`config.mk`:
```
export PLATFORM = sky130hd
export DESIGN_NAME = timer
export DESIGN_NICKNAME = d
export VERILOG_FILES = /design/src/common/soc_pkg.sv /design/src/logic/timer.sv
export SDC_FILE = /design/constraint.sdc
export NUM_CORES = 1
export LEC_CHECK = 0
export BUFFER_PORTS_ARGS = -buffer_cell sky130_fd_sc_hd__buf_2
export CORE_ASPECT_RATIO = 1.75
export CORE_MARGIN = 5
export CORE_UTILIZATION = 30
export DETAILED_ROUTE_END_ITERATION = 16
export MAX_ROUTING_LAYER = met4
export PLACE_DENSITY = 0.47
export SYNTH_ARGS = -nofsm -noshare
export SYNTH_HDL_FRONTEND = slang
export SYNTH_SLANG_ARGS = --single-unit
```
`constraint.sdc`:
```
create_clock -name clk -period 2.01 [get_ports clk]
set_input_delay 0.201 -clock clk [delete_from_list [all_inputs] [get_ports clk]]
set_output_delay 0.201 -clock clk [all_outputs]
set_load 0.01 [all_outputs]
```
`src/common/soc_pkg.sv`:
```
package soc_pkg;

    typedef logic [31:0] addr_t;
    typedef logic [31:0] data_t;
    // any set lane marks a write
    typedef logic [3:0]  strb_t;

    typedef struct packed {
        addr_t addr;
        data_t wdata;
        strb_t wstrb;
    } bus_req_t;

    // one-hot target select
    typedef logic [4:0] dev_sel_t;

    localparam int SEL_BRAM     = 0;
    localparam int SEL_UART     = 1;
    localparam int SEL_TIMER    = 2;
    localparam int SEL_SYSINFO  = 3;
    localparam int SEL_UNMAPPED = 4;

    typedef enum logic [1:0] {
        UART_IDLE,
        UART_START,
        UART_DATA,
        UART_STOP
    } uart_state_t;

    ////////////////////////////////////////
    // address map
    ////////////////////////////////////////
    localparam addr_t BRAM_BASE      = 32'h0000_0000;
    localparam addr_t UART_DATA_ADDR = 32'h1000_0000;
    localparam addr_t UART_LSR_ADDR  = 32'h1000_0004;
    // cnt lo/hi at +0/+4, cmp lo/hi at +8/+12
    localparam addr_t TIMER_BASE     = 32'h1100_0000;
    localparam addr_t SYSINFO_ADDR   = 32'h1200_0000;

    // line status bits
    localparam int LSR_RX_READY = 0;
    localparam int LSR_OVERRUN  = 1;
    localparam int LSR_TX_EMPTY = 5;
    localparam int LSR_TX_IDLE  = 6;

endpackage

```
`src/logic/timer.sv`:
```
module timer (
    input  logic              clk,
    input  logic              resetn,
    input  logic              valid,
    input  soc_pkg::bus_req_t req,
    output logic              ready,
    output soc_pkg::data_t    rdata,
    output logic              timer_irq
);

    logic [63:0]    count;
    logic [63:0]    compare;
    logic [1:0]     offset;
    logic           wr;
    soc_pkg::data_t cur_word;
    soc_pkg::data_t new_word;

    // byte-lane merge into the addressed half
    function automatic soc_pkg::data_t merge(soc_pkg::data_t old_word,
                                             soc_pkg::data_t wdata,
                                             soc_pkg::strb_t wstrb);
        soc_pkg::data_t res;
        res = old_word;
        for (int i = 0; i < 4; i++) begin
            if (wstrb[i]) begin
                res[8*i +: 8] = wdata[8*i +: 8];
            end
        end
        return res;
    endfunction

    assign offset   = req.addr[3:2];
    assign wr       = |req.wstrb;
    assign new_word = merge(cur_word, req.wdata, req.wstrb);

    always_comb begin
        case (offset)
            2'd0:    cur_word = count[31:0];
            2'd1:    cur_word = count[63:32];
            2'd2:    cur_word = compare[31:0];
            default: cur_word = compare[63:32];
        endcase
    end

    always_ff @(posedge clk) begin
        if (!resetn) begin
            ready     <= 1'b0;
            count     <= '0;
            compare   <= '1;
            timer_irq <= 1'b0;
        end else begin
            ready     <= valid;
            count     <= count + 64'd1;
            timer_irq <= (count >= compare);
            if (valid && wr) begin
                case (offset)
                    2'd0:    count   <= {count[63:32], new_word};
                    2'd1:    count   <= {new_word, count[31:0]};
                    2'd2:    compare <= {compare[63:32], new_word};
                    default: compare <= {new_word, compare[31:0]};
                endcase
            end
        end
    end

    always_ff @(posedge clk) begin
        if (valid) begin
            rdata <= cur_word;
        end
    end

endmodule

```
After elaboration in Yosys (flattened, before gate mapping)
Index checks and enable logic that the tools add are counted.
{"block": "totals", "regBits": 162, "in_bits": 71, "wordCells": 29}
{"block": "op_classes", "n_addsub": 1, "order_cmp": 1, "eq_ne": 4, "muxes": 8, "n_bitwise": 2, "reduce_logical": 6}
{"cell": "$pmux W64 S2", "count": 2}
{"cell": "$pmux W32 S3", "count": 1}
{"cell": "$add A64 B1 Y64 const B", "count": 1}
{"cell": "$ge A64 B64 Y1", "count": 1}
{"cell": "$mux W64", "count": 1}
{"cell": "$mux W8", "count": 4}
{"cell": "$reduce_and A3 Y1", "count": 2}
{"cell": "$ne A2 B2 Y1 const B", "count": 2}
{"cell": "$reduce_or A4 Y1", "count": 1}
{"cell": "$eq A2 B1 Y1 const B", "count": 1}
{"cell": "$eq A2 B2 Y1 const B", "count": 1}
{"cell": "$logic_not A2 Y1", "count": 1}
{"cell": "$not A1 Y1", "count": 2}
{"cell": "$reduce_or A2 Y1", "count": 1}
{"cell": "$logic_and A1 B1 Y1", "count": 1}

Logic depth before layout (Yosys ltp)
{"block": "depth", "ltp_word": 5, "depth_mapped": 9, "ltp_nobuf": 8}

Worst setup path after synthesis
OpenSTA, ideal clock, no wires.
{"block": "synth_timing", "kind": "reg2reg", "from": "register count[0]", "to": "register count[52]", "arrival_ns": 2.049, "required_time_ns": 1.907, "setup_slack_ns": -0.142, "stages_incl_launch_ff": 8, "period_less_slack_ns": 2.152, "cell_sequence": "dfxtp_1 -> ha_1 -> clkbuf_1 -> nand3_1 -> nor4_1 -> nand2_1 -> o41a_1 -> a2111oi_2"}
{"block": "synth_between", "elab_chain_cells": 3}
{"element": "start: declaration", "line_no": "timer.sv:11", "rtl": "logic [63:0] count;"}
{"element": "start signal: assignment", "line_no": "timer.sv:53", "rtl": "count <= count + 64'd1;"}
{"element": "start signal: assignment", "line_no": "timer.sv:57", "rtl": "2'd0: count <= {count[63:32], new_word};"}
{"element": "start signal: assignment", "line_no": "timer.sv:58", "rtl": "2'd1: count <= {new_word, count[31:0]};"}
{"element": "$add A64 B1 Y64 *", "line_no": "timer.sv:53"}
{"element": "$pmux W64 S2", "line_no": "timer.sv:56", "rtl": "case (offset)"}
{"element": "$mux W64 *", "line_no": "timer.sv:55", "rtl": "if (valid && wr) begin"}
Mark *: on every way between the ends. The rest lies on a longest branch, timed or not.
A chain may end at the register's enable or synchronous reset.

Worst setup path in the final report
{"block": "layout_timing", "from": "register count[12]", "to": "register timer_irq"}
{"block": "layout_between", "elab_chain_cells": 1}
{"element": "$ge A64 B64 Y1", "line_no": "timer.sv:54", "rtl": "timer_irq <= (count >= compare);"}
{"element": "end signal: assignment", "line_no": "timer.sv:54"}
{"element": "end: declaration", "line_no": "timer.sv:8", "rtl": "output logic timer_irq"}
Every way passes these cells.

==> reports/metrics.yaml <==
final_layout:
  diodes: 0
  postLayoutCoreUtil_pct: 41.2
  drive_gt1_share_pct: 35.2
  seq_area_mm2: 0.00362
  multi_input_area_mm2: 0.00593
  area_growth_pct: 36.4
  nets: 1458
  final_area_mm2: 0.0132
  n_fill_cell: 3242
clocking:
  root_buffer: "clkbuf_16"
  clk_latency_ns: 0.45
  cts_tree: "built"
  numCtsBuffers: 17
  cts_sinks: 162
  cts_buffer_depth: 2
  cts_hold_buf: 0
  cts.reportedPaths.clkPinSlew_ns: 0.07
  htreeDepth: 4
placed_design:
  hpwl_um: 26800
  port_buffers: 74
  place_congestion: 0.853
  place_area_mm2: 0.0119
critical_path:
  crit_path_top_delay_cell: "or4_4"
  r2r_start: "count[12]"
  crit_fanout: 2
  crit_family: "simple AND/OR/NAND/NOR gates"
  cp-end-kind: "register"
  crit_type: "register to register"
  cpPeakStageDelay_ns: 0.61
  path_cells: "buf_6 -> ha_4 -> nand4_1 -> or4_4 -> o211ai_1 -> a31oi_2 -> o21ai_1"
  cp.required_ns: 2.40
  start_kind: "register"
  arrival_ns: 2.52
  regToRegEndpoint: "timer_irq"
  rrSetupSlack_ns: -0.12
  crit_buf_inv: 1
  worst-r2r-cell-count: 7
synthesis:
  ys_types: 65
  seq_area_frac_synth_pct: 36.9
  syn_nets: 1199
  syn_inst: 1063
  netlist_area_mm2: 0.00966
  ys_seq_elements: 162
  yosysWarnings: 0
  syn_area_per_cell_um2: 9.09
  synth_edf_count: 32
  synth_ff_type: "dfxtp_1"
  synthArstFlopShare_pct: 0
pwr:
  clockPowerShare_pct: 37.4
  vdd_drop_max_uv: 614
  p_seq_share_pct: 43.8
  cellLeakagePower_nw: 6.13
  powerDensity_mw_per_mm2: 632
  p_switching_w: 0.00240
  swShare_pct: 28.9
  combPwrFrac_pct: 18.9
  internal_power_w: 0.00593
timing:
  fmax_mhz: 470
  skew_ns: 0.0117
  finalCriticalPeriod_ns: 2.13
  postLayoutSetupSlackWorst_ns: -0.117
  hold_viol: 0
  setup_tns_ns: -0.120
  rsz0062_at_grt: "yes"
  period_share_pct: 106
  setup_viol: 2
  whs_ns: 0.136
  maxSlewViolCount: 0
  tightestPinTransition_ns: 0.862
  slew-limit-headroom_pct: 42.3
floorplan:
  die_h_um: 247
  ioPinCount: 105
  initial_core_util_pct: 30.2
  coreArea_mm2: 0.0320
  num_rows: 87
  dieArea_mm2: 0.0360
  die_w_um: 146
routing:
  drc_errors: 0
  wl_per_cell_um: 20.5
  via_per_inst: 5.36
  wirelength_um: 35600
  drt_iter0_drc: 529
  num_vias: 9295
  antenna_left: 0
  dr.pass1.iters: 9
flow_run:
  max_cap_violations: 0
worst_hold_path:
  whs_endpoint: "compare[33]"
  hold_path.class: "primary input to register"
  holdPathStages: 3
  hold_path.startpoint: "req[5]"
global_route:
  grt_pass1_vias: 9377
  antenna_found_initial: 0
  grt_pass1_wl_um: 54100
  grt_max_degree: 65
  grt.overflow.total: 0
  grtUsageTotal_pct: 20.1
outcome:
  status: "finished with violations"
  violations: "setup timing"
-- per-layer routing --
metal  routed length (µm)  GRT usage (%)  vias to the layer above
met4                 1990           11.0                        0
met3                  911           2.65                       96
li1                     -              -                     4508
met2                19800           38.0                      202
met1                12800           19.8                     4489
met5                    0              -                        -
-- synthesized netlist by cell type, drive strengths merged, types with 30 or more instances --
master    n  share of area, %
nand2   137               5.3
dfxtp   130                27
inv      82               3.2
o211ai   75               5.8
ha       65               8.4
a21oi    63               3.3
nor2     51               2.0
clkbuf   47               1.9
nand4    35               2.3
edfxtp   32               9.9
mux2i    32               3.3
mux4     32               7.5
o21ai    30               1.6
-- tightest hold or removal path, stage by stage --
cell and delay [ns]:
buf_2 0.08, mux2i_2 0.10, o211ai_1 0.17
-- how the worst max path moves through the flow --
stage	from	endpoint	cells past startpoint
6_report	count[12]	timer_irq	7
5_1_grt	count[12]	timer_irq	7
4_1_cts	count[10]	timer_irq	8
3_5_place_dp	count[6]	timer_irq	9
3_3_place_gp	count[6]	timer_irq	9
2_1_floorplan	count[2]	count[47]	6
-- kinds of logic after synthesis --
kind of cell | after synthesis | synth area share, %
AND/OR/NAND/NOR | 342 | 17.5
AO/OA/AOI/OAI | 264 | 18.8
flip-flops | 162 | 36.9
buffers and inverters | 151 | 6.24
adder cells (fa/ha/maj) | 65 | 8.42
multiplexers | 64 | 10.8
XOR/XNOR | 15 | 1.36
-- power groups by stage --
stage | sequential (W) | clock (W) | combinational [W]
after CTS | 0.00365 | 0.00320 | 0.00154
after detailed placement | 0.00372 | 0 | 0.00148
final | 0.00365 | 0.00311 | 0.00157
after global routing | 0.00367 | 0.00333 | 0.00173
after floorplan | 0.00374 | 0 | 0.000733
after global placement | 0.00371 | 0 | 0.00147
-- layout by cell type (no fill, tap or decap), drive strengths merged, types with 11 or more instances in the layout --
cell      n
nand3    25
inv      84
o22ai    18
mux2i    32
nor2     51
o211ai   75
edfxtp   32
a21oi    63
xnor2    15
o21ai    30
buf     309
and4     11
dfxtp   130
mux4     32
and3     21
nand2   137
nand4    35
clkbuf   23
nor4     24
ha       65
nor3     19
-- per-stage QoR --
stage / power, W / setup WS (ns) / instances
detailed placement: 0.00520 / -0.274 / 1672
CTS: 0.00838 / -0.0928 / 1720
floorplan: 0.00447 / 0.000743 / 1063
global route: 0.00872 / -0.150 / 1735
global placement: 0.00518 / -0.251 / 1672
finish: 0.00833 / -0.117 / 1735
-- flip-flops by register name (all words and copies together), names as in the netlist --
name	count
rdata	32
ready	1
timer_irq	1
compare	64
count	64
-- cell type report --
| cell class | instances | share of cell area (%) |
|---|---|---|
| multi-input cells | 750 | 44.9 |
| flip-flops and latches | 162 | 27.4 |
| repair buffers | 309 | 17.4 |
| well taps | 400 | 3.80 |
| clock buffers | 23 | 3.63 |
| inverters | 82 | 2.33 |
| clock inverters | 9 | 0.427 |
-- what timing repair did --
action,CTS,global route
pin swaps,16,26
setup endpoints to repair,30,38
setup buffers,16,15
gates resized for setup,65,68
(Power assumes the default switching activity.)
