--- src/common/soc_pkg.sv ---
package soc_pkg;

    typedef logic [31:0] addr_t;
    typedef logic [31:0] data_t;
    // any set lane marks a write
    typedef logic [3:0]  strb_t;

    typedef struct packed {
        addr_t addr;
        data_t wdata;
        strb_t wstrb;
    } bus_req_t;

    // one-hot target select
    typedef logic [4:0] dev_sel_t;

    localparam int SEL_BRAM     = 0;
    localparam int SEL_UART     = 1;
    localparam int SEL_TIMER    = 2;
    localparam int SEL_SYSINFO  = 3;
    localparam int SEL_UNMAPPED = 4;

    typedef enum logic [1:0] {
        UART_IDLE,
        UART_START,
        UART_DATA,
        UART_STOP
    } uart_state_t;

    ////////////////////////////////////////
    // address map
    ////////////////////////////////////////
    localparam addr_t BRAM_BASE      = 32'h0000_0000;
    localparam addr_t UART_DATA_ADDR = 32'h1000_0000;
    localparam addr_t UART_LSR_ADDR  = 32'h1000_0004;
    // cnt lo/hi at +0/+4, cmp lo/hi at +8/+12
    localparam addr_t TIMER_BASE     = 32'h1100_0000;
    localparam addr_t SYSINFO_ADDR   = 32'h1200_0000;

    // line status bits
    localparam int LSR_RX_READY = 0;
    localparam int LSR_OVERRUN  = 1;
    localparam int LSR_TX_EMPTY = 5;
    localparam int LSR_TX_IDLE  = 6;

endpackage

--- src/logic/response_mux.sv ---
module response_mux #(
    parameter int CLK_HZ = 50_000_000
) (
    input  logic           clk,
    input  logic           resetn,
    input  logic           sysinfo_valid,
    input  logic           unmapped_valid,
    input  logic           bram_ready,
    input  logic           uart_ready,
    input  logic           timer_ready,
    input  soc_pkg::data_t bram_rdata,
    input  soc_pkg::data_t uart_rdata,
    input  soc_pkg::data_t timer_rdata,
    output logic           ready,
    output soc_pkg::data_t rdata,
    output logic           access_fault
);

    logic sysinfo_ready;
    logic unmapped_ready;

    always_ff @(posedge clk) begin
        if (!resetn) begin
            sysinfo_ready  <= 1'b0;
            unmapped_ready <= 1'b0;
        end else begin
            sysinfo_ready  <= sysinfo_valid;
            unmapped_ready <= unmapped_valid;
        end
    end

    assign ready = bram_ready || uart_ready || timer_ready ||
                   sysinfo_ready || unmapped_ready;

    // unmapped falls through to zero
    assign rdata = bram_ready    ? bram_rdata  :
                   uart_ready    ? uart_rdata  :
                   timer_ready   ? timer_rdata :
                   sysinfo_ready ? soc_pkg::data_t'(CLK_HZ) :
                   '0;

    assign access_fault = unmapped_ready;

    a_one_ready: assert property (@(posedge clk) disable iff (!resetn)
        $onehot0({bram_ready, uart_ready, timer_ready, sysinfo_ready, unmapped_ready}));

endmodule

--- config.mk ---
export PLATFORM = sky130hd
export DESIGN_NAME = response_mux
export DESIGN_NICKNAME = d
export VERILOG_FILES = /design/src/common/soc_pkg.sv /design/src/logic/response_mux.sv
export SDC_FILE = /design/constraint.sdc
export NUM_CORES = 1
export LEC_CHECK = 0
export BUFFER_PORTS_ARGS = -buffer_cell sky130_fd_sc_hd__buf_2
export CAP_MARGIN = 15
export CORE_ASPECT_RATIO = 0.6
export CORE_MARGIN = 2
export CORE_UTILIZATION = 25
export CTS_CLUSTER_SIZE = 24
export DETAILED_ROUTE_END_ITERATION = 7
export PLACE_DENSITY = 0.74
export SLEW_MARGIN = 30
export SYNTH_ARGS = -nofsm -noshare
export SYNTH_HDL_FRONTEND = slang
export SYNTH_SLANG_ARGS = --single-unit
--- constraint.sdc ---
create_clock -name clk -period 2.3 [get_ports clk]
set_input_delay 0.575 -clock clk [delete_from_list [all_inputs] [get_ports clk]]
set_output_delay 0.575 -clock clk [all_outputs]
set_load 0.03 [all_outputs]
# Word level (Yosys, flattened, before mapping)
# Index checks and enable logic that the tools add are counted.
# Widths: inputs -> output; s select.
# op_classes
muxes	4
reduce_logical	4
# op_table
cell	n
$mux 32	3
$mux 26	1
$logic_or 1x1->1	4
# totals
regBits	2
wordCells	10
in_bits	103
output_inout_bits	34

# Longest topological paths before layout
# Gate-level depths: netlist (run 1).
# depth
word_depth	4
ltp_mapped	4
ltp_nobuf	2

# Least setup slack after synthesis (run 1)
# No wires, ideal clock.
# synth_path
path_type	in2out
startpoint	in timer_ready
endpoint	out rdata[12]
arrival_time_ns	1.675
setup_slack_ns	0.050
n_path_buf	1
stages	3
required_time_ns	1.725
cell_sequence	buf_6 -> or3b_4 -> a41oi_1
# synth_via
elab_chain_len	3
# synth_lines
item	line_no	rtl
start: declaration	response_mux.sv:10	input logic timer_ready,
$mux 32	response_mux.sv:38	timer_ready ? timer_rdata :
$mux 32	response_mux.sv:37	uart_ready ? uart_rdata :
$mux 32	response_mux.sv:36	assign rdata = bram_ready ? bram_rdata :
end: declaration	response_mux.sv:15	output soc_pkg::data_t rdata,
# Every way passes these cells.

# Worst setup path in the final report (run 1)
# layout_path
startpoint	in timer_ready
endpoint	out rdata[7]
# The elaborated chain is that of the path after synthesis.

==> results of run 1 <==
==> layer usage <==
metal	track usage (%)	share of wire [%]	vias up
met4	4.43	1.1	0
li1	-	-	810
met3	2.76	8.4	6
met5	0	0	-
met1	17.5	47	671
met2	27.1	44	77
==> worst max-delay path, cell delays in order <==
cell and delay (ns):
buf_2 0.11, or3b_4 0.50, a41oi_1 0.21, buf_2 0.22
==> kinds of logic after synthesis <==
logic type / count (synthesis)
AOI/OAI and AO/OA: 32
and+or+nand+nor: 101
buffers and inverters: 19
DFF: 2
==> placed cells by master, fill, tap and decap left out <==
cell        n
dfxtp_1     2
clkbuf_8    3
buf_2     136
buf_4       7
nor4_1      1
nand2_1    33
a41oi_2    10
or3b_4      1
a31oi_1    20
nand3b_1   32
a41oi_1     2
and2_1      2
inv_1       1
nor2b_1    32
==> layout make-up <==
| class | instances | area (sq um) | area share, % |
|---|---|---|---|
| Timing Repair Buffer | 143 | 733 | 41.2 |
| Inverter | 1 | 3.75 | 0.211 |
| Tap cell | 50 | 62.6 | 3.51 |
| Clock buffer | 3 | 41.3 | 2.32 |
| Multi-Input combinational cell | 133 | 900 | 50.5 |
| Sequential cell | 2 | 40.0 | 2.25 |
==> stage by stage <==
stage	worst slack [ns]	instance area (sq um)	std cells	util, %
global placement	0.110	1740	329	43.1
finish	0.112	1780	332	44.2
floorplan	0.0497	1030	154	-
CTS	0.103	1780	332	44.2
detailed placement	0.104	1740	329	43.1
global route	0.0441	1780	332	44.2
==> where the power goes <==
group	internal (mW)	leakage (nW)	total [mW]	switching [mW]
Sequential	0.0369	0.0167	0.0378	0.000916
Combinational	0.163	0.815	0.389	0.226
Clock	0.111	0.0216	0.140	0.0293
==> state kept, by name (all words and copies together) (netlist names) <==
signal	flops
access_fault	1
sysinfo_ready	1
==> worst max path at each step <==
stage	from	endpoint	slack, ns
4_1_cts	timer_ready	rdata[12]	0.10
5_1_grt	timer_ready	rdata[12]	0.04
2_1_floorplan	timer_ready	rdata[12]	0.05
3_3_place_gp	timer_ready	rdata[12]	0.11
3_5_place_dp	timer_ready	rdata[12]	0.10
6_report	timer_ready	rdata[7]	0.11
==> impl_summary.txt, run 1 <==
----------------------------------------------------
[Global route]
  Total grt overflow ... 0
  Initial antenna violation count ... 0
  Pin count of the biggest net entering global routing ... 40
  Vias in the first global route ... 1,326
  Global-route wire length before repair ... between 5000 and 6000 um
  Global-route usage over all layers ... 14.6%

[Finish]
  Nets@finish ... 387
  Layout Area Growth over Synthesis ... 73.1%
  Layout filler cell count ... 424
  Number of diodes ... 0
  Layout cell share with drive strength beyond 1 ... 55.7%

[Synth]
  Area share of the leading cell type in the synthesized netlist ... 23.4%
  Netlist cell types ... 14
  Adder and majority gate portion of the synthesized area ... 0%
  Main combinational cell family by area after synthesis ... simple AND/OR/NAND/NOR gates
  Most common cell in the synthesized netlist ... nand2_1
  Most numerous cell types in the synthesized netlist ... nand2_1, nand3b_1, nor2b_1
  Syn nets ... 257
  Post-synthesis compound-gate area fraction ... 29.7%
  Largest area contributor in the synthesized netlist ... nand3b_1
  Flip-flop and latch count after synthesis ... 2
  Post-Syn Instances ... 154
  Synth async-reset ratio ... 0%
  Proportion of synthesized area in mux cells ... 0%
  Ys flop type ... dfxtp_1
  Simple-gate area share of the yosys netlist ... between 50% and 60%
  Count of synthesis-stage warnings from yosys ... 0
  Dominant cells by area after synthesis ... nand3b_1, nor2b_1, a41oi_2
  Post-Synth XOR/XNOR Area ... 0%
  Mean instance size in the synthesized netlist ... between 6 and 7 sq um
  Proportion of synthesized chip area in sequential cells ... 3.89%
  Post-Synthesis Cell Area ... 1030 sq um
  Post-synth EDFFs ... 0

[Clock network]
  Post-CTS setup buffer count ... 0
  Resized Gates After CTS ... 0
  Number of sinks on the clock net ... 2
  Post-cts hold buffer count ... 0
  Buffer depth of the longest clock path ... 2
  Num CTS Buffers ... 3
  H-tree Lvls ... 1
  Clock tree from TritonCTS ... built
  Clk slew on worst S/H paths ... 0.03 ns
  Clk Tree Root Cell ... clkbuf_8

[Floorplan]
  Total die area ... 4660 sq um
  Y dimension of the die ... around 54 um
  Ports placed on the boundary ... 137
  Die width ... 86.8 um
  Area of the core ... 4030 sq um
  Starting Density ... around a quarter
  FP Rows ... 18

[Critical path]
  Category of the critical setup timing path ... primary input to primary output
  Critical Path AT ... 1.61 ns
  Crit path capture type ... primary output
  Largest fanout on the critical path ... 12
  Startpoint kind of the worst setup timing path ... primary input
  Required @ worst endpoint ... between 1.5 and 2 ns

[Power and ir drop]
  Total power ... roughly 0.57 mW
  Peak supply drop ... 462 uV
  Power density over cell area ... roughly 320 nW/um^2
  Leakage power of the design ... around 0.85 nW

[Worst hold path]
  Hold worst-path end ... sysinfo_ready$_SDFF_PN0_
  Min-delay worst type ... primary input to register
  Min-Delay Path Depth ... 2
  Startpoint of the most critical hold path ... sysinfo_valid

[Outcome]
  Outcome ... finished clean

[Job]
  Maximum capacitance violations ... 0

[Drt]
  WL/cell ... 11.3 um
  Count of routing violations after the opening detailed-route iteration ... 41
  DRC ... 0
  DR pass1 iterations ... 4
  Drt via density ... 4.71
  Total Routed Length ... 3750 um
  Post-route antenna net violation count ... 0
  Count of vias placed by the detailed router ... roughly 1,600

[Timing]
  Setup total negative slack ... 0 ns
  Count of final setup violators ... 0
  Total count of max-transition violations in the final report ... 0
  Maximum operating frequency ... 0.457 GHz
  Worst-margin pin slew ... 0.344 ns
  Final critical delay including setup and external delays ... about 2.2 ns
  RSZ-0062 raised after global routing ... false
  Final-report hold violation count ... 0
  Hold Slack ... 0.574 ns
  Headroom to the max-slew limit ... roughly 77%
  Final worst-path cycle share ... 95.1%

[Placed design]
  Port-buffer cells ... 136
  Post-detailed-placement half-perimeter wirelength ... 3040 um
  Weighted congestion reported at the end of routability-driven placement ... between 0.6 and 0.7

----------------------------------------------------
Power figures use the tool's default switching activity.
==> run 2: changes to the inputs <==
--- a/config.mk
+++ b/config.mk
@@ -5,6 +5,7 @@
 export SDC_FILE = /design/constraint.sdc
 export NUM_CORES = 1
 export LEC_CHECK = 0
+export ABC_AREA = 1
 export BUFFER_PORTS_ARGS = -buffer_cell sky130_fd_sc_hd__buf_2
 export CAP_MARGIN = 15
 export CORE_ASPECT_RATIO = 0.6
@@ -12,7 +13,7 @@
 export CORE_UTILIZATION = 25
 export CTS_CLUSTER_SIZE = 24
 export DETAILED_ROUTE_END_ITERATION = 7
-export PLACE_DENSITY = 0.74
+export PLACE_DENSITY = 0.78
 export SLEW_MARGIN = 30
 export SYNTH_ARGS = -nofsm -noshare
 export SYNTH_HDL_FRONTEND = slang
==> impl_summary.txt, run 2 <==
----------------------------------------------------
[Outcome]
  Outcome ... finished clean

[Drt]
  WL/cell ... 10.4 um
  Count of vias placed by the detailed router ... 1,629
  DR pass1 iterations ... 4
  Post-route antenna net violation count ... 0
  Total Routed Length ... 3730 um
  Count of routing violations after the opening detailed-route iteration ... 33
  Drt via density ... 4.55
  DRC ... 0

[Critical path]
  Category of the critical setup timing path ... primary input to primary output
  Kind of cell with the highest combined delay on the critical path ... buffers and inverters
  Largest fanout on the critical path ... 13
  Required @ worst endpoint ... between 1.5 and 2 ns
  Worst-path cell with the longest stage delay ... buf_4
  Critical Path, Cell by Cell ... buf_2, buf_4, nand2_1, nand2_1, nor2_1, nor2_1, buf_2
  Startpoint kind of the worst setup timing path ... primary input
  Critical path's largest stage delay ... between 0.2 and 0.25 ns
  Worst path bufs/invs ... 3
  Crit path capture type ... primary output
  Critical Path AT ... 1.50 ns

[Synth]
  Post-Syn Instances ... between 150 and 200
  Most common cell in the synthesized netlist ... nand2_1
  Flip-flop and latch count after synthesis ... 2
  Mean instance size in the synthesized netlist ... about 5 sq um
  Post-synth EDFFs ... 0
  Syn nets ... 284
  Area share of the leading cell type in the synthesized netlist ... 22.2%
  Most numerous cell types in the synthesized netlist ... nand2_1, a21oi_1, nor2_1
  Proportion of synthesized chip area in sequential cells ... 4.43%
  Largest area contributor in the synthesized netlist ... a21oi_1
  Dominant cells by area after synthesis ... a21oi_1, nand2_1, nor2_1
  Synth async-reset ratio ... 0%
  Count of synthesis-stage warnings from yosys ... 0
  Post-Synthesis Cell Area ... about 900 sq um
  Ys flop type ... dfxtp_1
  Netlist cell types ... 17

[Power and ir drop]
  Power density over cell area ... 346 nW/um^2
  Register share of total power ... 6.6%
  Leakage power of the design ... ~0.96 nW
  Peak supply drop ... 266 uV
  Share of power burned in combinational logic ... around 70%
  Switching Share ... around 47%
  Cell internal power dissipation ... 0.303 mW
  Sw power ... 0.268 mW
  Part of the power in the clock network ... 24.1%

[Finish]
  Commonest non-fill, non-tap cells in the layout ... buf_2, nand2_1, a21oi_1
  Sequential cell area ... 40.0 sq um
  Layout filler cell count ... between 300 and 400
  Layout cell share with drive strength beyond 1 ... between 50% and 60%
  Most common cell after layout, fill and taps aside ... buf_2
  Number of diodes ... 0
  Footprint of the multi-input gates ... 737 sq um
  Layout Area Growth over Synthesis ... 82.8%
  Nets@finish ... ~420
  Number of standard cells in the layout, taps in and fillers out ... 358

[Global route]
  Vias in the first global route ... 1,509
  Global-route wire length before repair ... 5810 um
  Global-route usage over all layers ... 17.3%
  Total grt overflow ... 0
  Pin count of the biggest net entering global routing ... 22
  Initial antenna violation count ... 0

[Floorplan]
  FP Rows ... 16
  Y dimension of the die ... about 51 um
  Area of the core ... 3360 sq um
  Total die area ... roughly 4100 sq um
  Die width ... slightly above 80 um
  Ports placed on the boundary ... 137
  Starting Density ... 26.9%

[Placed design]
  Port-buffer cells ... 136
  Post-detailed-placement half-perimeter wirelength ... between 3000 and 4000 um
  Weighted congestion reported at the end of routability-driven placement ... 0.782
  Number of placed cells counting well taps ... ~360

[Clock network]
  Number of sinks on the clock net ... 2
  H-tree Lvls ... 1
  Post-cts hold buffer count ... 0
  Resized Gates After CTS ... 0
  Num CTS Buffers ... 3
  Clk slew on worst S/H paths ... 0.03 ns
  Post-CTS setup buffer count ... 0
  Buffer depth of the longest clock path ... 2
  Clock tree from TritonCTS ... built
  Clk Tree Root Cell ... clkbuf_8

[Worst hold path]
  Min-delay worst type ... primary input to register

[Job]
  Maximum capacitance violations ... 0

[Timing]
  Final critical delay including setup and external delays ... 2.08 ns
  Total count of max-transition violations in the final report ... 0
  Final-report hold violation count ... 0
  Count of final setup violators ... 0
  Maximum operating frequency ... 0.481 GHz
  Final worst-path cycle share ... 90.3%
  Worst-margin pin slew ... 0.232 ns
  Setup total negative slack ... 0 ns
  RSZ-0062 raised after global routing ... false
  Hold Slack ... ~0.55 ns
  Headroom to the max-slew limit ... a little over four fifths

----------------------------------------------------
-- run 2: cell types whose count changed in the layout (fill, tap and decap cells not counted), moves of 3 or more --
cell,before,now
nor2_1,0,36
nand3b_1,32,0
a31oi_1,20,0
a41oi_2,10,0
nor2b_1,32,0
nand2_1,33,47
inv_2,0,3
nand3_1,0,12
nor2_2,0,21
a21oi_1,0,40
-- run 2: through the flow --
step	util (%)	area, sq um	power (mW)	setup slack, ns
6_report	49.1	1650	0.571	0.223
5_1_grt	49.1	1650	0.619	0.110
4_1_cts	49.1	1650	0.575	0.216
3_5_place_dp	47.9	1610	0.435	0.213
3_3_place_gp	47.9	1610	0.431	0.233
2_1_floorplan	-	903	0.286	0.262
-- run 2: final cells by class --
type	instances	area share, %
inverter	5	1.14
clock buffer	3	2.50
multi-input combinational	160	44.6
timing repair buffer	143	45.9
tap	45	3.41
sequential	2	2.42
-- run 2: cells by family after synthesis --
group	share of synthesized area [%]
compound gates	22.2
buf+inv	14.0
flops	4.43
simple gates	59.4
-- run 2: final timing paths --
kind | depth (start not counted) | endpoint | slack, ns | start
setup / recovery | 7 | rdata[7] | 0.22 | uart_ready
hold / removal | 3 | access_fault$_SDFF_PN0_ | 0.55 | unmapped_valid
-- run 2: layer usage --
layer / track usage, % / share of wire (%) / up-vias
li1: - / - / 842
met1: 19.9 / 43 / 707
met2: 32.1 / 47 / 70
met3: 2.16 / 8.3 / 10
met4: 6.94 / 1.5 / 0
met5: 0 / 0 / -
-- run 2: power groups by stage --
stage	Combinational [mW]	Sequential, mW	Clock (mW)
floorplan	0.246	0.0401	0
global placement	0.392	0.0384	0
detailed placement	0.397	0.0384	0
CTS	0.398	0.0380	0.139
global route	0.436	0.0380	0.145
finish	0.396	0.0379	0.138
