File: src/common/soc_pkg.sv
package soc_pkg;

    typedef logic [31:0] addr_t;
    typedef logic [31:0] data_t;
    // any set lane marks a write
    typedef logic [3:0]  strb_t;

    typedef struct packed {
        addr_t addr;
        data_t wdata;
        strb_t wstrb;
    } bus_req_t;

    // one-hot target select
    typedef logic [4:0] dev_sel_t;

    localparam int SEL_BRAM     = 0;
    localparam int SEL_UART     = 1;
    localparam int SEL_TIMER    = 2;
    localparam int SEL_SYSINFO  = 3;
    localparam int SEL_UNMAPPED = 4;

    typedef enum logic [1:0] {
        UART_IDLE,
        UART_START,
        UART_DATA,
        UART_STOP
    } uart_state_t;

    ////////////////////////////////////////
    // address map
    ////////////////////////////////////////
    localparam addr_t BRAM_BASE      = 32'h0000_0000;
    localparam addr_t UART_DATA_ADDR = 32'h1000_0000;
    localparam addr_t UART_LSR_ADDR  = 32'h1000_0004;
    // cnt lo/hi at +0/+4, cmp lo/hi at +8/+12
    localparam addr_t TIMER_BASE     = 32'h1100_0000;
    localparam addr_t SYSINFO_ADDR   = 32'h1200_0000;

    // line status bits
    localparam int LSR_RX_READY = 0;
    localparam int LSR_OVERRUN  = 1;
    localparam int LSR_TX_EMPTY = 5;
    localparam int LSR_TX_IDLE  = 6;

endpackage

File: src/logic/bus_decoder.sv
module bus_decoder #(
    parameter int BRAM_WORDS = 256
) (
    input  logic              clk,
    input  logic              resetn,
    input  logic              valid,
    input  soc_pkg::bus_req_t req,
    input  logic              ready,
    output soc_pkg::dev_sel_t sel,
    output logic              bram_valid,
    output logic              uart_valid,
    output logic              timer_valid,
    output logic              sysinfo_valid,
    output logic              unmapped_valid
);

    localparam soc_pkg::addr_t BRAM_BYTES = soc_pkg::addr_t'(BRAM_WORDS * 4);

    logic is_bram;
    logic is_uart;
    logic is_timer;
    logic is_sysinfo;
    logic strobe;

    assign is_bram    = (req.addr - soc_pkg::BRAM_BASE) < BRAM_BYTES;
    assign is_uart    = (req.addr == soc_pkg::UART_DATA_ADDR) ||
                        (req.addr == soc_pkg::UART_LSR_ADDR);
    // 16-byte timer window
    assign is_timer   = (req.addr[31:4] == soc_pkg::TIMER_BASE[31:4]);
    assign is_sysinfo = (req.addr == soc_pkg::SYSINFO_ADDR);

    always_comb begin
        sel = '0;
        if (is_bram) begin
            sel[soc_pkg::SEL_BRAM] = 1'b1;
        end else if (is_uart) begin
            sel[soc_pkg::SEL_UART] = 1'b1;
        end else if (is_timer) begin
            sel[soc_pkg::SEL_TIMER] = 1'b1;
        end else if (is_sysinfo) begin
            sel[soc_pkg::SEL_SYSINFO] = 1'b1;
        end else begin
            sel[soc_pkg::SEL_UNMAPPED] = 1'b1;
        end
    end

    // no strobe while the response is on the bus, one strobe per request
    assign strobe = valid && !ready;

    assign bram_valid     = strobe && sel[soc_pkg::SEL_BRAM];
    assign uart_valid     = strobe && sel[soc_pkg::SEL_UART];
    assign timer_valid    = strobe && sel[soc_pkg::SEL_TIMER];
    assign sysinfo_valid  = strobe && sel[soc_pkg::SEL_SYSINFO];
    assign unmapped_valid = strobe && sel[soc_pkg::SEL_UNMAPPED];

    // the target answers, so its strobe lasts a single cycle
    a_one_strobe: assert property (@(posedge clk) disable iff (!resetn)
        strobe |=> !strobe);

endmodule

File: config.mk
export PLATFORM = sky130hd
export DESIGN_NAME = bus_decoder
export DESIGN_NICKNAME = d
export VERILOG_FILES = /design/src/common/soc_pkg.sv /design/src/logic/bus_decoder.sv
export SDC_FILE = /design/constraint.sdc
export NUM_CORES = 1
export LEC_CHECK = 0
export ABC_AREA = 1
export BUFFER_PORTS_ARGS = -buffer_cell sky130_fd_sc_hd__buf_2
export CAP_MARGIN = 20
export CORE_MARGIN = 2
export CORE_UTILIZATION = 21
export DETAILED_ROUTE_END_ITERATION = 8
export PLACE_DENSITY = 0.8
export SLEW_MARGIN = 20
export SYNTH_ARGS = -nofsm -noshare
export SYNTH_HDL_FRONTEND = slang
export SYNTH_SLANG_ARGS = --single-unit
File: constraint.sdc
create_clock -name vclk -period 0.8
set_input_delay 0.04 -clock vclk [all_inputs]
set_output_delay 0.04 -clock vclk [all_outputs]
set_load 0.02 [all_outputs]
-- Word-level counts from Yosys, hierarchy flattened
Index checks and enable logic that the tools add are counted.
W data, S select, Z words.
- reduce and logical (&&, ||, !) cells: 8
- mux-type cells: 8
- eq/ne operators: 4
- $lt $le $gt $ge: 1
- operator list (operator ; number):
    $eq A32 B29 Y1 const B ; 3
    $lt A32 B11 Y1 const B ; 1
    $eq A28 B25 Y1 const B ; 1
    $logic_and A1 B1 Y1 ; 6
    $mux W1 ; 5
    $mux W4 ; 1
    $mux W3 ; 1
    $mux W2 ; 1
    $logic_not A1 Y1 ; 1
    $logic_or A1 B1 Y1 ; 1
- input bits: 72
- register bits: 0

-- Longest topological paths before layout
Gate-level depths: netlist of the first run.
- depth after elaboration: 6
- mapped depth: 9
- gate-level depth less buffers: 9

-- Worst setup path after synthesis of the first run
Ideal clock, no wire load.
- path kind: input to output
- from: in req[65] (netlist name)
- to: out bram_valid
- cell stages on the path: 4
- arrival time: 943 ps
- slack: -183 ps
- cells stage by stage: or2_1 nor2_2 nand2_2 nor3_1
- word-level cells in the longest chain between the ends: 3
- RTL lines (item ; RTL line ; source):
    start: declaration ; bus_decoder.sv:7 ; input soc_pkg::bus_req_t req,
    $lt A32 B11 Y1 ; bus_decoder.sv:25 ; assign is_bram = (req.addr - soc_pkg::BRAM_BASE) < BRAM_BYTES;
    $mux W1 ; bus_decoder.sv:34 ; if (is_bram) begin
    $logic_and A1 B1 Y1 ; bus_decoder.sv:50 ; assign bram_valid = strobe && sel[soc_pkg::SEL_BRAM];
    end: declaration ; bus_decoder.sv:10 ; output logic bram_valid,
Every way passes these cells.

-- Final worst setup path of the first run
- from: in req[58] (netlist name)
- to: out sel[4]
- word-level cells in the longest chain between the ends: 5
- RTL lines (item ; RTL line ; source):
    parallel branches: the longest is 4 deep, another holds $lt A32 B11 Y1 ; n/a ;
    $mux W4 * ; bus_decoder.sv:34 ;
    end: declaration ; bus_decoder.sv:9 ; output soc_pkg::dev_sel_t sel,
Mark *: on every way between the ends.

==> results.json, run 1 <==
{
  "seq_cells": 0,
  "critical_path.slowest_cell": "nor2_4",
  "synth_seq_area_share": 0,
  "first_global_vias": 564,
  "first_pass_iters": 1,
  "hold_violations": 0,
  "die_area_sq_um": 1972,
  "crit_chain": "buf_6 > nor2_4 > nand2_2 > nor2_4 > nand2_4 > nor2_4 > nand2_4 > nand3_4 > inv_2 > buf_6",
  "dp_hpwl_um": 963.4,
  "ys_warn_count": 0,
  "irDropWorstVdd_uv": 115.1,
  "hold_class": "in -> out",
  "netlist_area_sq_um": 342.8,
  "fmax_mhz": 940.2,
  "status": "finished, violations left",
  "period_needed_ns": 1.064,
  "wire_per_inst_um": 9.324,
  "grt_first_pass_wirelength_um": 1987,
  "io_buffers": 44,
  "synth_cell_type_count": 12,
  "cp-start-kind": "primary input",
  "worstPathArrival_ns": 1.02,
  "fp-row-count": 14,
  "path_buf_inv": 3,
  "place_inst": 134,
  "die_h_um": 44.41,
  "nets": 197,
  "finalMaxSlewViolations": 0,
  "power.density_nw_per_um2": 257.2,
  "violations": "negative setup slack",
  "netlist.area_leader.share": 0.2080,
  "grt-ovfl-total": 0,
  "place_area_sq_um": 648.1,
  "worst_pin_slew_ns": 0.2031,
  "antenna_found_initial": 0,
  "drc": 0,
  "fp.dieW_um": 44.41,
  "seqCellArea_sq_um": 0,
  "synth_area_leader_cell": "nor2_1",
  "num-clock-buffers": 0,
  "post_drt_via_cell_ratio": 4.187,
  "p_leak_nw": 0.4962,
  "critPathMaxFanout": 3,
  "coreArea_sq_um": 1524,
  "io_pins": 82,
  "end_kind": "output port",
  "cpPeakStageDelay_ns": 0.16,
  "syn_inst": 71,
  "vias": 582,
  "final_cell_count_no_fill": 139,
  "drt_iter0_drc": 0,
  "grt_use_total": 0.1272,
  "crit_family": "simple AND/OR/NAND/NOR gates",
  "place_congestion": 0.6988,
  "cts_hold_buf": 0,
  "post-place-ws_ns": -0.2613,
  "worst-setup-path-type": "in -> out",
  "setup-violations-final": 10,
  "tns_ns": -2.020,
  "ant_nets": 0,
  "max-cap-violations": 0,
  "synth.area.top_cells": "nor2_1, inv_1, nand2_1",
  "setup_ws_ns": -0.2636,
  "drive_gt1_frac": 0.7642,
  "max-slew-margin-rel": 0.8642,
  "fin_crit_sh": 1.330,
  "avgSynthCellArea_sq_um": 4.829,
  "grt_start_max_net_pins": 4,
  "initial_utilization": 0.2250,
  "fin_area_sq_um": 917.1,
  "area_growth_syn_to_layout_pct": 167.5,
  "synthTopCellsByCount": "nor2_1, inv_1, nand2_1",
  "yosysMostFrequentCell": "nor2_1",
  "crit_top_cell": "nor2_4",
  "rsz0062_at_grt": "true",
  "drt_wl_total_um": 1296,
  "n_antenna_cell": 0,
  "crit_required_ns": 0.76,
  "syn_nets": 143
}
## placed cells by master, fill, tap and decap left out
master / netlist / layout
and2_4: 0 / 1
buf_2: 0 / 27
buf_4: 0 / 3
buf_6: 0 / 22
inv_1: 16 / 12
inv_2: 1 / 5
nand2_1: 14 / 10
nand2_2: 4 / 6
nand2_4: 1 / 3
nand3_4: 0 / 2
nor2_1: 19 / 5
nor2_2: 6 / 8
nor2_4: 3 / 15
nor3_1: 3 / 1
nor3_2: 0 / 1
nor3_4: 0 / 1
or2_1: 1 / 1
## logic make-up after synthesis
logic type,Yosys count,share of synthesized area
and+or+nand+nor,54,0.8139
buffers and inverters,17,0.1861
## per-layer routing
layer  wire (um)  vias up  share of wire  track usage
li1            -      306              -            -
met1         413      253           0.32       0.1293
met2         818       23           0.63       0.2912
met3          64        0          0.049            0
met4           0        0              0            0
met5           0        -              0            0
## repair_timing
| action | in CTS | in global routing |
|---|---|---|
| buffers inserted | 2 | 3 |
| setup endpoints to repair | 10 | 10 |
| resized for setup | 37 | 24 |
| pin swaps | 14 | 23 |
## per-stage QoR
stage / hold slack, ns / power (mW) / util
2_1_floorplan: 0.3192 / 0.06587 / -
3_3_place_gp: 0.5058 / 0.1651 / 0.4253
3_5_place_dp: 0.5078 / 0.1710 / 0.4253
4_1_cts: 0.5118 / 0.2063 / 0.5181
5_1_grt: 0.5493 / 0.2614 / 0.6018
6_report: 0.5256 / 0.2359 / 0.6018
## where the power goes
group	total [mW]	internal, mW	switching [mW]	leakage (nW)
registers	0	0	0	0
clock network	0	0	0	0
logic	0.236	0.131	0.105	0.496
total	0.236	0.131	0.105	0.496
## final cells by class
class              instances  area (sq um)
repair buffers            52         405.4
well taps                 16         20.02
multi-input cells         54         427.9
inverters                 17         63.81
fillers                  142         606.8
## path summary, 6_finish.rpt
path,startpoint,to,slack (ns),depth (start not counted)
worst min-delay path,valid,bram_valid,0.53,4
worst max-delay path,req[58],sel[4],-0.26,10
(Power assumes the default switching activity.)
==> run 2: changes to the inputs <==
--- a/config.mk
+++ b/config.mk
@@ -11,7 +11,9 @@
 export CORE_MARGIN = 2
 export CORE_UTILIZATION = 21
 export DETAILED_ROUTE_END_ITERATION = 8
+export MAX_ROUTING_LAYER = met4
 export PLACE_DENSITY = 0.8
+export SETUP_SLACK_MARGIN = 0.02
 export SLEW_MARGIN = 20
 export SYNTH_ARGS = -nofsm -noshare
 export SYNTH_HDL_FRONTEND = slang
==> run 2 against run 1 <==
Net effect:
- the flow still finishes with violations (negative setup slack)
- cell area is 11% lower
- sequential share of layout area stayed put
- setup slack better by 0.018 ns
- cell count is 2.9% lower
- combinational power is 11% lower
- critical path type unchanged
- first-iteration DRC count is 1 higher
- count of clock-buffer cells in the layout stayed put
- non-clock buffer count is 4 lower
- sequential cell count stayed put
- worst hold slack better by 0.028 ns
- total power is 11% lower
==> results.json, run 2 (synthesis results as in run 1) <==
{
  "status": "finished, violations left",
  "violations": "negative setup slack",
  "grt-ovfl-total": 0,
  "end_kind": "output port",
  "final_cell_count_no_fill": 135,
  "fill_cells": 148,
  "seqCellArea_sq_um": 0,
  "cpPeakStageDelay_ns": 0.23,
  "p_int_uw": 114.8,
  "io_pins": 82,
  "worstPathArrival_ns": 1.01,
  "setup_ws_ns": -0.2459,
  "worst-setup-path-type": "in -> out",
  "drt_wl_total_um": 1218,
  "post-place-ws_ns": -0.2940,
  "power.density_nw_per_um2": 256.7,
  "grt_util_met3": 0,
  "p_leak_nw": 0.4596,
  "antenna_found_initial": 0,
  "crit_end": "unmapped_valid",
  "critical_path.slowest_cell": "or2_1",
  "fp.dieW_um": 44.41,
  "final_util": 0.5369,
  "cp-start-kind": "primary input",
  "drc": 0,
  "drive_gt1_frac": 0.7227,
  "n_antenna_cell": 0,
  "place_inst": 133,
  "setup-violations-final": 10,
  "io_buffers": 44,
  "place_congestion": 0.6513,
  "fp-row-count": 14,
  "irDropWorstVdd_uv": 123.3,
  "drt_iter0_drc": 1,
  "initial_utilization": 0.2250,
  "grt_use_total": 0.1321,
  "vias": 551,
  "crit_top_cell": "nor2_2",
  "max-cap-violations": 0,
  "wire_per_inst_um": 9.022,
  "hold_ws_ns": 0.5539,
  "fin_crit_sh": 1.307,
  "critPathMaxFanout": 2,
  "fmax_mhz": 956.1,
  "dp_hpwl_um": 971.8,
  "grt_first_pass_wirelength_um": 2014,
  "crit_required_ns": 0.76,
  "grt_use_met1": 0.1618,
  "cts_hold_buf": 0,
  "post_drt_via_cell_ratio": 4.081,
  "die_area_sq_um": 1972,
  "first_global_vias": 527,
  "area_growth_syn_to_layout_pct": 138.7,
  "period_needed_ns": 1.046,
  "crit_chain": "buf_2 > or2_1 > nor2_2 > nand2_2 > nor2_4 > nor2_2 > nand3_4 > nor2_2 > buf_6",
  "nets": 193,
  "max-slew-margin-rel": 0.8450,
  "first_pass_iters": 2,
  "worst_pin_slew_ns": 0.2319,
  "num-clock-buffers": 0,
  "rsz0062_at_grt": "true",
  "grtUsageMet2": 0.2559,
  "hold_violations": 0,
  "coreArea_sq_um": 1524,
  "layout_commonest_cell": "buf_2",
  "grt_busiest_layer": "met2",
  "power_switching_uw": 95.24,
  "final_cell_mix": "buf_2, buf_6, inv_1",
  "grt_start_max_net_pins": 4,
  "ant_nets": 0,
  "hold_class": "in -> out",
  "finalMaxSlewViolations": 0,
  "combPwrFrac": 1.000,
  "p_sw_frac": 0.4535,
  "power.share.clock": 0,
  "crit_start": "req[65]",
  "p_seq_frac": 0,
  "seq_cells": 0,
  "die_h_um": 44.41,
  "power_uw": 210.0
}
## run 2: changes by cell type in the layout (fill, tap and decap cells not counted), moves of 3 or more
cell    delta
nor2_4     -5
buf_2      +3
buf_6      -8
nor2_1     +4
## run 2: power groups by stage
stage               combinational (mW)  clock (mW)  sequential [mW]
CTS                              0.204           0                0
global placement                 0.165           0                0
floorplan                       0.0681           0                0
finish                           0.210           0                0
global route                     0.231           0                0
detailed placement               0.170           0                0
## run 2: critical path: cells and delay by family
family,cells,cell delay [ns]
simple gates,7,0.74
buf+inv,2,0.22
## run 2: what timing repair did
| item | CTS | global route |
|---|---|---|
| setup buffers | 1 | 1 |
| hold endpoints to repair | 0 | 0 |
| cloned | 0 | 0 |
| resized for setup | 31 | 12 |
| pin swaps | 14 | 7 |
| endpoints found under the setup margin | 10 | 10 |
## run 2: per-layer routing
layer  vias to the layer above  share of wire
met5                         -              0
li1                        298              -
met4                         0              0
met3                         0          0.060
met2                        18           0.59
met1                       235           0.35
## run 2: how the worst min path moves through the flow
stage,start,end,slack [ns],depth (start not counted)
3_3_place_gp,ready,timer_valid,0.54,5
5_1_grt,ready,bram_valid,0.58,5
6_report,ready,bram_valid,0.55,5
2_1_floorplan,req[51],sel[0],0.32,5
3_5_place_dp,ready,timer_valid,0.55,5
4_1_cts,ready,timer_valid,0.55,5
## run 2: stage by stage
step | TNS [ns] | area, sq um
after floorplan | -0.1346 | 394.1
after global placement | -1.744 | 649.4
after detailed placement | -1.996 | 649.4
after CTS | -1.597 | 767.0
after global routing | -2.475 | 818.3
final | -1.722 | 818.3
## run 2: layout make-up
cell class	count	area [sq um]	share of cell area
Timing Repair Buffer	48	337.8	0.4128
Tap cell	16	20.02	0.02446
Multi-Input combinational cell	54	394.1	0.4817
Inverter	17	66.31	0.08104
==> run 3: changes to the inputs <==
--- a/config.mk
+++ b/config.mk
@@ -5,14 +5,13 @@
 export SDC_FILE = /design/constraint.sdc
 export NUM_CORES = 1
 export LEC_CHECK = 0
-export ABC_AREA = 1
 export BUFFER_PORTS_ARGS = -buffer_cell sky130_fd_sc_hd__buf_2
 export CAP_MARGIN = 20
 export CORE_MARGIN = 2
-export CORE_UTILIZATION = 21
+export CORE_UTILIZATION = 16
 export DETAILED_ROUTE_END_ITERATION = 8
 export MAX_ROUTING_LAYER = met4
-export PLACE_DENSITY = 0.8
+export PLACE_DENSITY = 0.79
 export SETUP_SLACK_MARGIN = 0.02
 export SLEW_MARGIN = 20
 export SYNTH_ARGS = -nofsm -noshare
==> run 3 against run 2 <==
Net effect:
- the run still ends with negative setup slack left
- largest power group unchanged
- maximum frequency decreased by 14%
- sequential share of layout area did not move
- worst hold slack lost 0.12 ns
- synthesized cell count fell by 56%
- global-route usage up 0.78 points
- first-iteration DRC count rose to 6.0 times the previous value
- combinational power increased by 19%
- cell count fell by 27%
- sequential cell count unchanged
- routed wire length down 6.1%
==> results.json, run 3 <==
{
  "status": "finished, violations left",
  "violations": "negative setup slack",
  "fp.dieW_um": 42.55,
  "io_buffers": 44,
  "cpPeakStageDelay_ns": 0.30,
  "power.density_nw_per_um2": 319.8,
  "seqCellArea_sq_um": 0,
  "drt_wl_total_um": 1144,
  "crit_family": "simple AND/OR/NAND/NOR gates",
  "period_needed_ns": 1.210,
  "fill_cells": 125,
  "initial_utilization": 0.1761,
  "crit_top_cell": "buf_6",
  "combPwrFrac": 1.000,
  "hold_class": "in -> out",
  "ant_nets": 0,
  "irDropWorstVdd_uv": 186.9,
  "setup-violations-final": 10,
  "syn_inst": 31,
  "min_from": "req[49]",
  "syn_nets": 103,
  "num-clock-buffers": 0,
  "p_sw_frac": 0.4492,
  "die_h_um": 42.55,
  "drive_gt1_frac": 0.8929,
  "rsz0062_at_grt": "true",
  "fp-row-count": 13,
  "vias": 457,
  "worstPathArrival_ns": 1.17,
  "drt_iter0_drc": 6,
  "dp_hpwl_um": 990.1,
  "crit_chain": "buf_6 > nor4_4 > and4_4 > nand4_4 > nor3_4 > buf_6",
  "cp.depth": 6,
  "wire_per_inst_um": 11.56,
  "grt-ovfl-total": 0,
  "p_leak_nw": 0.3704,
  "synth.area.top_cells": "nor4_1, nand4_4, nor4_4",
  "worst-setup-path-type": "in -> out",
  "setup_ws_ns": -0.4100,
  "final_cell_mix": "buf_2, buf_6, buf_4",
  "power_switching_uw": 112.5,
  "multi_input_area_sq_um": 375.4,
  "p_seq_frac": 0,
  "path_buf_inv": 2,
  "grt_use_total": 0.1399,
  "n_antenna_cell": 0,
  "seq_cells": 0,
  "post_drt_via_cell_ratio": 4.616,
  "max-cap-violations": 0,
  "synth_area_leader_cell": "nor4_1",
  "whs_path_depth": 4,
  "area_growth_syn_to_layout_pct": 229.5,
  "holdPathEnd": "sel[4]",
  "synthTopCellsByCount": "nor4_1, nor2_1, nand2b_1, nor3_1, o21ai_0",
  "netlist.area_leader.share": 0.1316,
  "final_util": 0.5802,
  "worst_pin_slew_ns": 0.3039,
  "hold_violations": 0,
  "die_area_sq_um": 1810,
  "netlist_area_sq_um": 237.7,
  "yosysMostFrequentCell": "nor4_1",
  "hold_ws_ns": 0.4382,
  "first_global_vias": 459,
  "layout_commonest_cell": "buf_2",
  "coreArea_sq_um": 1350,
  "place_congestion": 0.7381,
  "grt_start_max_net_pins": 6,
  "synth_cell_type_count": 16,
  "post-place-ws_ns": -0.4805,
  "place_area_sq_um": 621.8,
  "antenna_found_initial": 0,
  "fin_area_sq_um": 783.3,
  "max-slew-margin-rel": 0.7968,
  "grt_first_pass_wirelength_um": 2014,
  "cp-start-kind": "primary input",
  "p_int_uw": 138.0,
  "ys_warn_count": 0,
  "io_pins": 82,
  "fmax_mhz": 826.4,
  "end_kind": "output port",
  "crit_required_ns": 0.76,
  "finalMaxSlewViolations": 0,
  "first_pass_iters": 4,
  "drc": 0,
  "avgSynthCellArea_sq_um": 7.669,
  "critPathMaxFanout": 4,
  "nets": 158,
  "synth_seq_area_share": 0,
  "power.share.clock": 0,
  "fin_crit_sh": 1.513,
  "critical_path.slowest_cell": "and4_4"
}
[run 3: cells by family (layout without fill, tap and decap cells)]
kind of cell	Yosys count	after routing	synth area share
simple gates	27	27	0.9105
buf+inv	0	53	0
compound gates	4	4	0.08947
[run 3: cell type report]
cell class         instances  share of cell area
multi-input cells         31              0.4792
repair buffers            53              0.4968
well taps                 15             0.02396
[run 3: how the worst max path moves through the flow]
| stage | end | start |
|---|---|---|
| floorplan | sysinfo_valid | req[52] |
| global route | sysinfo_valid | req[67] |
| CTS | sysinfo_valid | req[57] |
| detailed placement | sysinfo_valid | req[52] |
| finish | sysinfo_valid | req[59] |
| global placement | sysinfo_valid | req[62] |
[run 3: per-stage QoR]
stage          power, mW  TNS, ns  cells
2_1_floorplan    0.05348   -2.134     31
3_3_place_gp      0.1943   -3.962     98
3_5_place_dp      0.2000   -4.248     98
4_1_cts           0.2358   -3.412     98
5_1_grt           0.2694   -4.078     99
6_report          0.2505   -3.384     99
[run 3: tightest hold or removal path: cells and delay by family]
| kind | cells | cell delay (ns) |
|---|---|---|
| buf+inv | 2 | 0.22 |
| simple gates | 2 | 0.14 |
[run 3: repair_timing]
| action | 4_1_cts | 5_1_grt |
|---|---|---|
| setup endpoints to repair | 10 | 10 |
| resized for setup | 30 | 6 |
| buffers inserted | 0 | 1 |
| pin swaps | 16 | 5 |
| hold buffers | 0 | 0 |
| endpoints found under the hold margin | 0 | 0 |
[run 3: power groups by stage]
stage	sequential (mW)	combinational [mW]	clock [mW]
finish	0	0.250	0
global route	0	0.269	0
CTS	0	0.236	0
detailed placement	0	0.200	0
global placement	0	0.194	0
floorplan	0	0.0535	0
[run 3: per-layer routing]
layer / vias up / track usage / part of all wire
li1: 233 / - / -
met5: - / - / 0
met1: 195 / 0.1790 / 0.39
met4: 0 / 0 / 0
met2: 29 / 0.2585 / 0.53
met3: 0 / 0.004310 / 0.080
